--- config.mk ---
export PLATFORM = sky130hd
export DESIGN_NAME = colorConvert
export DESIGN_NICKNAME = d
export VERILOG_FILES = /design/src/hdl/colorCoefPkg.sv /design/src/hdl/pixelPkg.sv /design/src/hdl/colorConvert.sv /design/src/hdl/dotProductLane.sv /design/src/hdl/pixelEgress.sv /design/src/hdl/pixelIngress.sv
export SDC_FILE = /design/constraint.sdc
export NUM_CORES = 1
export LEC_CHECK = 0
export ABC_AREA = 1
export BUFFER_PORTS_ARGS = -buffer_cell sky130_fd_sc_hd__buf_2
export CORE_MARGIN = 2
export CORE_UTILIZATION = 35
export CTS_CLUSTER_DIAMETER = 40
export DETAILED_ROUTE_END_ITERATION = 6
export GPL_TIMING_DRIVEN = 1
export MAX_ROUTING_LAYER = met4
export RECOVER_POWER = 100
export SLEW_MARGIN = 10
export SYNTH_ARGS = -nofsm -noshare
export SYNTH_HDL_FRONTEND = slang
export SYNTH_SLANG_ARGS = --single-unit
--- constraint.sdc ---
create_clock -name clk -period 6.9 [get_ports clk]
set_clock_uncertainty 0.2 [all_clocks]
set_input_delay 0.345 -clock clk [delete_from_list [all_inputs] [get_ports clk]]
set_output_delay 0.345 -clock clk [all_outputs]
set_load 0.03 [all_outputs]
--- src/hdl/colorCoefPkg.sv ---
package colorCoefPkg;

	// output channels, one lane each
	localparam int channelCount = 3;

	// coefficients are signed with 14 fraction bits
	localparam int fracBits = 14;
	localparam int coefWidth = 16;

	// BT.601 rows, columns ordered r, g, b
	localparam logic signed [coefWidth-1:0] coefMatrix [channelCount][channelCount] = '{
		'{ 4899,  9617,  1868},
		'{-2765, -5427,  8192},
		'{ 8192, -6860, -1332}
	};

	// added after the shift, chroma is centred on 128
	localparam int channelOffset [channelCount] = '{0, 128, 128};

	// product of a zero-extended 8-bit channel and one coefficient
	localparam int productWidth = coefWidth + 8 + 1;
	// three products plus rounding, with headroom
	localparam int sumWidth = productWidth + 2;
	// integer part left after the shift
	localparam int resultWidth = sumWidth - fracBits;

	// half an lsb of the result, rounds half up
	localparam logic signed [sumWidth-1:0] roundConst = 1 << (fracBits - 1);

	// products, sum, clamp
	localparam int laneLatency = 3;

endpackage

--- src/hdl/pixelPkg.sv ---
package pixelPkg;

	// one colour channel
	localparam int channelWidth = 8;
	localparam int channelMax = (1 << channelWidth) - 1;

	// frame geometry in pixels and lines
	localparam int frameWidth = 8;
	localparam int frameHeight = 4;
	localparam int colWidth = $clog2(frameWidth);
	localparam int rowWidth = $clog2(frameHeight);

	// source credits and egress FIFO depth are the same number
	localparam int bufferDepth = 8;
	localparam int fifoAddrWidth = $clog2(bufferDepth);

	// credits granted by the sink after reset
	localparam int sinkCredits = 4;
	localparam int creditWidth = $clog2(sinkCredits + 1);

	// input view, r in the top byte
	typedef struct packed {
		logic [channelWidth-1:0] r;
		logic [channelWidth-1:0] g;
		logic [channelWidth-1:0] b;
	} rgbView;

	// output view, y in the top byte
	typedef struct packed {
		logic [channelWidth-1:0] y;
		logic [channelWidth-1:0] cb;
		logic [channelWidth-1:0] cr;
	} yccView;

	// same 24 bits, read as rgb going in and ycc going out
	typedef union packed {
		rgbView rgb;
		yccView ycc;
	} pixelWord;

endpackage

--- src/hdl/colorConvert.sv ---
`timescale 1ns/1ps

module colorConvert (
	input  logic               clk,
	input  logic               reset,
	input  logic               newFrame,
	input  logic               inValid,
	input  pixelPkg::pixelWord inPixel,
	input  logic               outCreditReturn,
	output logic               inCreditReturn,
	output logic               outValid,
	output pixelPkg::pixelWord outPixel,
	output logic               outLineEnd,
	output logic               outFrameEnd
);

	logic chanValid;
	logic [pixelPkg::channelWidth-1:0] chanR;
	logic [pixelPkg::channelWidth-1:0] chanG;
	logic [pixelPkg::channelWidth-1:0] chanB;
	logic lineEnd;
	logic frameEnd;
	logic [colorCoefPkg::channelCount-1:0] laneValid;
	logic [colorCoefPkg::channelCount-1:0][pixelPkg::channelWidth-1:0] laneResult;

	pixelIngress ingress (
		.clk(clk), .reset(reset), .newFrame(newFrame), .inValid(inValid), .inPixel(inPixel),
		.chanValid(chanValid), .chanR(chanR), .chanG(chanG), .chanB(chanB),
		.lineEnd(lineEnd), .frameEnd(frameEnd)
	);

	// lane i computes y, cb, cr for i = 0, 1, 2
	for (genvar i = 0; i < colorCoefPkg::channelCount; i++) begin : gLane
		dotProductLane #(.row(i)) lane (
			.clk(clk), .reset(reset), .chanValid(chanValid),
			.chanR(chanR), .chanG(chanG), .chanB(chanB),
			.laneValid(laneValid[i]), .laneResult(laneResult[i])
		);
	end

	pixelEgress egress (
		.clk(clk), .reset(reset), .chanValid(chanValid), .lineEnd(lineEnd), .frameEnd(frameEnd),
		.laneValid(laneValid), .laneResult(laneResult), .outCreditReturn(outCreditReturn),
		.outValid(outValid), .outPixel(outPixel), .outLineEnd(outLineEnd),
		.outFrameEnd(outFrameEnd), .inCreditReturn(inCreditReturn)
	);

endmodule

--- src/hdl/dotProductLane.sv ---
`timescale 1ns/1ps

module dotProductLane #(
	parameter int row = 0
) (
	input  logic                                clk,
	input  logic                                reset,
	input  logic                                chanValid,
	input  logic [pixelPkg::channelWidth-1:0]   chanR,
	input  logic [pixelPkg::channelWidth-1:0]   chanG,
	input  logic [pixelPkg::channelWidth-1:0]   chanB,
	output logic                                laneValid,
	output logic [pixelPkg::channelWidth-1:0]   laneResult
);

	// signed products of stage one
	logic signed [colorCoefPkg::productWidth-1:0] prodR;
	logic signed [colorCoefPkg::productWidth-1:0] prodG;
	logic signed [colorCoefPkg::productWidth-1:0] prodB;

	// rounded sum of stage two
	logic signed [colorCoefPkg::sumWidth-1:0] sumReg;

	// stage three inputs
	logic signed [colorCoefPkg::resultWidth-1:0] shifted;
	logic signed [colorCoefPkg::resultWidth-1:0] offsetSum;
	logic signed [colorCoefPkg::resultWidth-1:0] clamped;

	// one valid bit per stage
	logic [colorCoefPkg::laneLatency-1:0] validPipe;

	always_ff @(posedge clk) begin
		if (reset) begin
			validPipe <= '0;
		end else begin
			validPipe <= {validPipe[colorCoefPkg::laneLatency-2:0], chanValid};
		end
	end

	assign laneValid = validPipe[colorCoefPkg::laneLatency-1];

	// arithmetic shift keeps the sign before offset and clamp
	always_comb begin
		shifted = colorCoefPkg::resultWidth'(sumReg >>> colorCoefPkg::fracBits);
		offsetSum = shifted + colorCoefPkg::resultWidth'(colorCoefPkg::channelOffset[row]);
		if (offsetSum < 0) begin
			clamped = '0;
		end else if (offsetSum > pixelPkg::channelMax) begin
			clamped = colorCoefPkg::resultWidth'(pixelPkg::channelMax);
		end else begin
			clamped = offsetSum;
		end
	end

	// free-running datapath where every stage moves each cycle
	always_ff @(posedge clk) begin
		// zero-extend the unsigned channels before the signed multiply
		prodR <= $signed({1'b0, chanR}) * colorCoefPkg::coefMatrix[row][0];
		prodG <= $signed({1'b0, chanG}) * colorCoefPkg::coefMatrix[row][1];
		prodB <= $signed({1'b0, chanB}) * colorCoefPkg::coefMatrix[row][2];
		sumReg <= prodR + prodG + prodB + colorCoefPkg::roundConst;
		laneResult <= clamped[pixelPkg::channelWidth-1:0];
	end

	// narrowing after the shift keeps every integer bit of the sum
	assert property (@(posedge clk) disable iff (reset)
		validPipe[colorCoefPkg::laneLatency-2] |->
			((sumReg >>> colorCoefPkg::fracBits) == shifted))
		else $error("lane %0d sum does not fit the result width", row);

endmodule

--- src/hdl/pixelEgress.sv ---
`timescale 1ns/1ps

module pixelEgress (
	input  logic                                clk,
	input  logic                                reset,
	input  logic                                chanValid,
	input  logic                                lineEnd,
	input  logic                                frameEnd,
	input  logic [colorCoefPkg::channelCount-1:0] laneValid,
	input  logic [colorCoefPkg::channelCount-1:0][pixelPkg::channelWidth-1:0] laneResult,
	input  logic                                outCreditReturn,
	output logic                                outValid,
	output pixelPkg::pixelWord                  outPixel,
	output logic                                outLineEnd,
	output logic                                outFrameEnd,
	output logic                                inCreditReturn
);

	// markers delayed to meet the lane results
	logic [colorCoefPkg::laneLatency-1:0] lineEndPipe;
	logic [colorCoefPkg::laneLatency-1:0] frameEndPipe;

	// FIFO storage with pixel and markers side by side
	pixelPkg::pixelWord fifoPixel [pixelPkg::bufferDepth];
	logic fifoLineEnd [pixelPkg::bufferDepth];
	logic fifoFrameEnd [pixelPkg::bufferDepth];
	logic [pixelPkg::fifoAddrWidth-1:0] wrPtr;
	logic [pixelPkg::fifoAddrWidth-1:0] rdPtr;
	logic [pixelPkg::fifoAddrWidth:0] count;

	logic [pixelPkg::creditWidth-1:0] credits;
	pixelPkg::pixelWord pushWord;
	logic push;
	logic pop;

	// lanes run in lockstep so any bit will do
	assign push = laneValid[0];
	assign pop = (count != 0) && (credits != 0);

	// write the ycc view from the three lanes
	always_comb begin
		pushWord.ycc.y = laneResult[0];
		pushWord.ycc.cb = laneResult[1];
		pushWord.ycc.cr = laneResult[2];
	end

	always_ff @(posedge clk) begin
		if (reset) begin
			lineEndPipe <= '0;
			frameEndPipe <= '0;
			wrPtr <= '0;
			rdPtr <= '0;
			count <= '0;
			credits <= pixelPkg::creditWidth'(pixelPkg::sinkCredits);
			outValid <= 1'b0;
			outLineEnd <= 1'b0;
			outFrameEnd <= 1'b0;
			inCreditReturn <= 1'b0;
		end else begin
			lineEndPipe <= {lineEndPipe[colorCoefPkg::laneLatency-2:0], chanValid & lineEnd};
			frameEndPipe <= {frameEndPipe[colorCoefPkg::laneLatency-2:0], chanValid & frameEnd};
			// pointers wrap by themselves on a power-of-two depth
			if (push) wrPtr <= wrPtr + 1'b1;
			if (pop) rdPtr <= rdPtr + 1'b1;
			count <= count + push - pop;
			credits <= credits + outCreditReturn - pop;
			outValid <= pop;
			outLineEnd <= pop && fifoLineEnd[rdPtr];
			outFrameEnd <= pop && fifoFrameEnd[rdPtr];
			// a pixel leaving frees a slot upstream
			inCreditReturn <= pop;
		end
	end

	// FIFO payload and output pixel
	always_ff @(posedge clk) begin
		if (push) begin
			fifoPixel[wrPtr] <= pushWord;
			fifoLineEnd[wrPtr] <= lineEndPipe[colorCoefPkg::laneLatency-1];
			fifoFrameEnd[wrPtr] <= frameEndPipe[colorCoefPkg::laneLatency-1];
		end
		if (pop) outPixel <= fifoPixel[rdPtr];
	end

	assert property (@(posedge clk) disable iff (reset) (laneValid == '0) || (laneValid == '1))
		else $error("lane valids out of step");
	// source credits keep the FIFO from overflowing
	assert property (@(posedge clk) disable iff (reset) push |-> (count != pixelPkg::bufferDepth))
		else $error("push into a full FIFO");
	assert property (@(posedge clk) disable iff (reset) credits <= pixelPkg::sinkCredits)
		else $error("sink returned more credits than granted");

endmodule

--- src/hdl/pixelIngress.sv ---
`timescale 1ns/1ps

module pixelIngress (
	input  logic                                clk,
	input  logic                                reset,
	input  logic                                newFrame,
	input  logic                                inValid,
	input  pixelPkg::pixelWord                  inPixel,
	output logic                                chanValid,
	output logic [pixelPkg::channelWidth-1:0]   chanR,
	output logic [pixelPkg::channelWidth-1:0]   chanG,
	output logic [pixelPkg::channelWidth-1:0]   chanB,
	output logic                                lineEnd,
	output logic                                frameEnd
);

	// position of the next pixel in the frame
	logic [pixelPkg::colWidth-1:0] col;
	logic [pixelPkg::rowWidth-1:0] row;
	logic lastCol;
	logic lastRow;

	assign lastCol = (col == pixelPkg::frameWidth - 1);
	assign lastRow = (row == pixelPkg::frameHeight - 1);

	// control path
	always_ff @(posedge clk) begin
		if (reset) begin
			chanValid <= 1'b0;
			lineEnd <= 1'b0;
			frameEnd <= 1'b0;
			col <= '0;
			row <= '0;
		end else begin
			chanValid <= inValid;
			// tags belong to the pixel registered this cycle
			lineEnd <= inValid && lastCol;
			frameEnd <= inValid && lastCol && lastRow;
			if (newFrame) begin
				col <= '0;
				row <= '0;
			end else if (inValid) begin
				if (lastCol) begin
					col <= '0;
					// wrap rows too, in case no newFrame comes
					row <= lastRow ? '0 : row + 1'b1;
				end else begin
					col <= col + 1'b1;
				end
			end
		end
	end

	// split the rgb view, payload holds when idle
	always_ff @(posedge clk) begin
		if (inValid) begin
			chanR <= inPixel.rgb.r;
			chanG <= inPixel.rgb.g;
			chanB <= inPixel.rgb.b;
		end
	end

	// newFrame goes out in a gap between pixels
	assert property (@(posedge clk) disable iff (reset) !(inValid && newFrame))
		else $error("newFrame coincides with a valid pixel");

endmodule

Yosys cells after proc, flatten, opt, wreduce, memory -nomap -nowiden
Memory sizes are Yosys's and may differ from the RTL's. A register that Yosys moved wholly into a read port is not among the register bits.
Cells that the tools add are included.
W data, S select, Z words.
{"block": "op_classes", "add_sub_neg": 19, "multipliers": 7, "n_lt_le_gt_ge": 6, "eq_ne": 2, "mux": 11, "bitwise": 2, "n_reduce_logical": 9}
{"cell": "$add A27 B15 Y27 const B", "count": 3}
{"cell": "$add A22 B23 Y24", "count": 2}
{"cell": "$gt A13 B9 Y1 const B", "count": 3}
{"cell": "$lt A13 B1 Y1 const B", "count": 3}
{"cell": "$add A27 B22 Y27", "count": 1}
{"cell": "$add A13 B9 Y13 const B", "count": 2}
{"cell": "$add A24 B21 Y25", "count": 1}
{"cell": "$add A23 B19 Y24", "count": 1}
{"cell": "$mux W8", "count": 3}
{"cell": "$add A21 B22 Y23", "count": 1}
{"cell": "$mul A9 B14 Y23 const B", "count": 1}
{"cell": "$mul A8 B14 Y22 const B", "count": 1}
{"cell": "$mul A9 B13 Y22 const B", "count": 1}
{"cell": "$mul A8 B13 Y21 const B", "count": 1}
{"cell": "$mul A9 B12 Y21 const B", "count": 1}
{"cell": "$mul A9 B10 Y19 const B", "count": 1}
{"cell": "$mul A8 B9 Y17 const B", "count": 1}
{"cell": "$mux W3", "count": 5}
{"cell": "$add A3 B1 Y3 const B", "count": 3}
{"cell": "$logic_and A1 B1 Y1", "count": 5}
{"cell": "$add A4 B1 Y4", "count": 1}
{"cell": "$reduce_bool A4 Y1", "count": 1}
{"cell": "$sub A4 B1 Y4", "count": 1}
{"cell": "$add A3 B1 Y3", "count": 1}
{"cell": "other kinds (10)", "count": 12}
{"block": "word_totals", "reg_bits": 323, "ramBits": 208, "inputBits": 29, "output_inout_bits": 28, "wordCells": 92, "mem_count": 3}
{"name": "egress.fifoPixel", "depth": 8, "width": 24, "read_ports": 1, "rd_ports_with_merged_regs": 1, "write_ports": 1, "line_no": "pixelEgress.sv:24", "text": "pixelPkg::pixelWord fifoPixel [pixelPkg::bufferDepth];"}
{"name": "egress.fifoFrameEnd", "depth": 8, "width": 1, "read_ports": 1, "rd_ports_with_merged_regs": 1, "write_ports": 1, "line_no": "pixelEgress.sv:26", "text": "logic fifoFrameEnd [pixelPkg::bufferDepth];"}
{"name": "egress.fifoLineEnd", "depth": 8, "width": 1, "read_ports": 1, "rd_ports_with_merged_regs": 1, "write_ports": 1, "line_no": "pixelEgress.sv:25", "text": "logic fifoLineEnd [pixelPkg::bufferDepth];"}

Longest topological paths before layout
{"block": "logic_depth", "word_depth": 4, "ltp_mapped": 24, "ltp_nobuf": 24}

Hierarchy
Synthesis repeated with hierarchy kept, for this count alone.
{"block": "unflattened", "hier_cells": 3980, "hier_area_um2": 35805.6}
{"mod": "pixelEgress", "instances": 1, "cells_each": 859, "area_each_um2": 10109.7, "seq_area_each_um2": 7467.2}
{"mod": "dotProductLane (gLane[1].lane)", "instances": 1, "cells_each": 1138, "area_each_um2": 8936.1, "seq_area_each_um2": 1541.5}
{"mod": "dotProductLane (gLane[0].lane)", "instances": 1, "cells_each": 938, "area_each_um2": 7896.3, "seq_area_each_um2": 1621.6}
{"mod": "dotProductLane (gLane[2].lane)", "instances": 1, "cells_each": 983, "area_each_um2": 7821.3, "seq_area_each_um2": 1441.4}
{"mod": "pixelIngress", "instances": 1, "cells_each": 62, "area_each_um2": 1042.2, "seq_area_each_um2": 880.8}

Least setup slack after synthesis
Ideal clock, no wire load.
{"block": "synth_path", "kind": "register -> register", "start": "reg ingress.chanG[1] (netlist bit)", "end": "reg gLane[1].lane.prodG[22] (netlist name)", "setup_ns": 0.072, "arrival_time_ns": 4.098, "required_ns": 6.628, "slack_ns": 2.530, "stages_incl_launch_ff": 14, "n_path_buf": 0, "period_less_slack_ns": 4.370, "path_cell_list": "edfxtp_1 fa_1 inv_1 fa_1 inv_1 fa_1 fa_1 ha_1 inv_1 nor3_1 and2_1 nand4_1 nand3_1 xor2_1"}
{"block": "synth_via", "elab_chain_len": 1}
{"item": "start: declaration", "line_no": "pixelIngress.sv:11", "text": "output logic [pixelPkg::channelWidth-1:0] chanG,"}
{"item": "start signal: assignment", "line_no": "pixelIngress.sv:58", "text": "chanG <= inPixel.rgb.g;"}
{"item": "$mul A9 B14 Y23", "line_no": "dotProductLane.sv:59", "text": "prodG <= $signed({1'b0, chanG}) * colorCoefPkg::coefMatrix[row][1];"}
Every way passes these cells.
A chain may end at the register's enable or synchronous reset.

==> out/results.ini <==
[placed_design]
gp_congestion=0.908
place_area_um2=33900
port-buffer-count=56
post-dp-hpwl_um=55700

[timing]
maxSlewViolCount=412
relSlewSlack_pct=-179
layout_min_cycle_time_ns=5.18
hold_viol=0
worst_slew_pin_slew_ns=4.19
fin_tns_setup_ns=0
min_period_over_period_pct=75.0
setup_viol=0
rsz0062_at_grt=no
clock.fmax_ghz=0.193

[route]
drtPass1Iterations=5
detail-route-antenna-nets=0
finalWirelength_um=73200
vias=22300
wl_per_cell_um=15.3
first_iter_violations=1193
drc=0
via_per_inst=4.67

[synthesis]
synth_edf_count=256
ys_seq_area_share_pct=38.8
synth_cell_types=48
synth_area_leaders=edfxtp_1 (24%), ha_1 (16%), dfxtp_1 (15%)
ys.flop_type=edfxtp_1
ys_ff_latch=496
syn-cell-area_um2=32200
yosysWarnings=0
synth_top_area_share_pct=23.9
yosysTopAreaCell=edfxtp_1
syn_nets=4024
synth_area_per_cell_um2=9.51
postSynthCellCount=3381
synth_async_sr_flop_share_pct=0

[run_status]
status=finished with violations
violations=max-capacitance violations, max-slew violations

[clock_tree]
path_clk_slew_ns=0.06
hold_buffers=28
insertion_delay_ns=0.63
cts_tree=yes
ctsLongestPathBuffers=3
cts.sinks=496
cts_setup_buffers=0
cts_buffers=78
cts_root_buffer=clkbuf_16
post_cts_resize_count=0
cts.htree.levels=3

[critical_path]
start_kind=flip-flop
crit_path_end_kind=flip-flop
rr_endpoint=egress.outPixel[11]
cp.arrival_ns=5.40
rrSetupSlack_ns=1.72
r2r-start=egress.rdPtr[0]
ff2ff_path_depth=5
crit_required_ns=7.12
crit_fanout=92
path_class=flip-flop to flip-flop

[global_routing]
track_usage_pct=16.3
grt_pass1_wl_um=118000
grt_pass1_vias=22600
grt_max_degree=93
antenna_found_initial=7
overflow=0

[final_layout]
drive_above_1_share_pct=5.13
nets=4163
area_growth_pct=14.6
design_area_um2=36900
diodes=0

[min_path]
whs_endpoint=gLane[0].lane.validPipe[2]
hold_depth=2
hold_start=gLane[0].lane.validPipe[1]
hold_class=flip-flop to flip-flop

[run]
max_cap_viol_count=11

[floorplanning]
die_w_um=307
die_y_um=307
fp.coreArea_um2=91400
ioPinCount=57
start_util_pct=35.2
die_area_um2=94400
rows=111

## cells in the mapped netlist, types with 6 or more instances
cell type,instances
a21boi_0,8
xnor2_1,50
o22ai_1,26
nor2_1,316
o21bai_1,8
a21oi_1,155
o21ai_0,185
inv_1,622
xor2_1,102
nor3_1,24
or2_2,10
edfxtp_1,256
nand3b_1,9
nand2_2,10
a31oi_1,32
ha_1,416
a211oi_1,10
clkbuf_1,37
nor2_2,6
nand3_1,92
nand2_1,477
fa_1,198
nand4_1,32
a21o_1,13
dfxtp_1,240
## through the flow
| step | hold slack [ns] | cells | setup WS (ns) | utilization (%) |
|---|---|---|---|---|
| 2_1_floorplan | 0.188 | 3381 | 2.53 | - |
| 3_3_place_gp | 0.190 | 4598 | 2.02 | 37.1 |
| 3_5_place_dp | 0.196 | 4598 | 1.97 | 37.1 |
| 4_1_cts | 0.190 | 4771 | 1.93 | 40.5 |
| 5_1_grt | 0.212 | 4771 | 1.12 | 40.3 |
| 6_report | 0.192 | 4771 | 1.72 | 40.3 |
## state kept, by name (all words and copies together), names as in the netlist, 24 cells and up, named ones only
name and flops:
egress.fifoPixel 192, egress.outPixel 24, gLane.lane.laneResult 24, gLane.lane.prodB 40
gLane.lane.prodG 57, gLane.lane.prodR 47, gLane.lane.sumReg 36
## final cells by class
type                       instances  area [um2]
clock buffer                      96        2110
clock inverter                    49         701
fill                            8954       54500
inverter                         626        2350
multi-input combinational       2219       17100
sequential                       496       12500
tap                             1186        1480
timing repair buffer              99         578
## layer usage
layer	up-vias	global-route usage, %	share of wire (%)
met1	10500	21.5	48
li1	11300	-	-
met3	100	2.46	4.0
met2	362	26.4	46
met5	-	-	0
met4	0	4.16	2.1
## cells by family after synthesis
group	Yosys count	synth area share, %
AO/OA/AOI/OAI	464	8.01
XOR/XNOR	152	4.14
adder cells (fa/ha/maj)	614	28.5
buffers and inverters	666	7.78
flip-flops	496	38.8
AND/OR/NAND/NOR	989	12.7
## worst max path at each step
stage / from / to / slack (ns) / depth (start not counted)
3_3_place_gp: ingress.chanG[1] / gLane[1].lane.prodG[21] / 2.02 / 17
5_1_grt: egress.rdPtr[0] / egress.outPixel[11] / 1.12 / 5
4_1_cts: ingress.chanG[1] / gLane[1].lane.prodG[21] / 1.93 / 17
2_1_floorplan: ingress.chanG[1] / gLane[1].lane.prodG[22] / 2.53 / 13
6_report: egress.rdPtr[0] / egress.outPixel[11] / 1.72 / 5
3_5_place_dp: ingress.chanG[1] / gLane[1].lane.prodG[21] / 1.97 / 17
## critical path, cell delays in order (launching register included)
cell and delay [ns]:
dfxtp_1 0.56, clkbuf_1 2.97, o21ai_0 0.49, o22ai_1 0.37, nor2_1 0.06, a31oi_1 0.28
## placed cells by master (no fill, tap or decap), drive strengths merged, types with 2 or more instances in the layout
cell         count
o21ai          189
xnor2           50
clkbuf         150
a211oi          10
dlygate4sd3     28
nor2           325
o2111ai          3
nor4             2
clkinv          18
and2             4
xor2           102
a21oi          157
o21bai           9
nand4           32
a21boi           8
o22ai           26
nand3           94
o311ai           2
edfxtp         256
o21a             3
or2             10
a21o            13
nand3b           9
fa             198
ha             416
nand2          487
buf             17
clkinvlp         7
nor3            25
a31oi           32
o31ai            4
inv            640
dfxtp          240
o211ai           5
bufinv          10
Power is not shown: default switching activity piles up to over one toggle a cycle in this logic, so the estimate is an artifact.
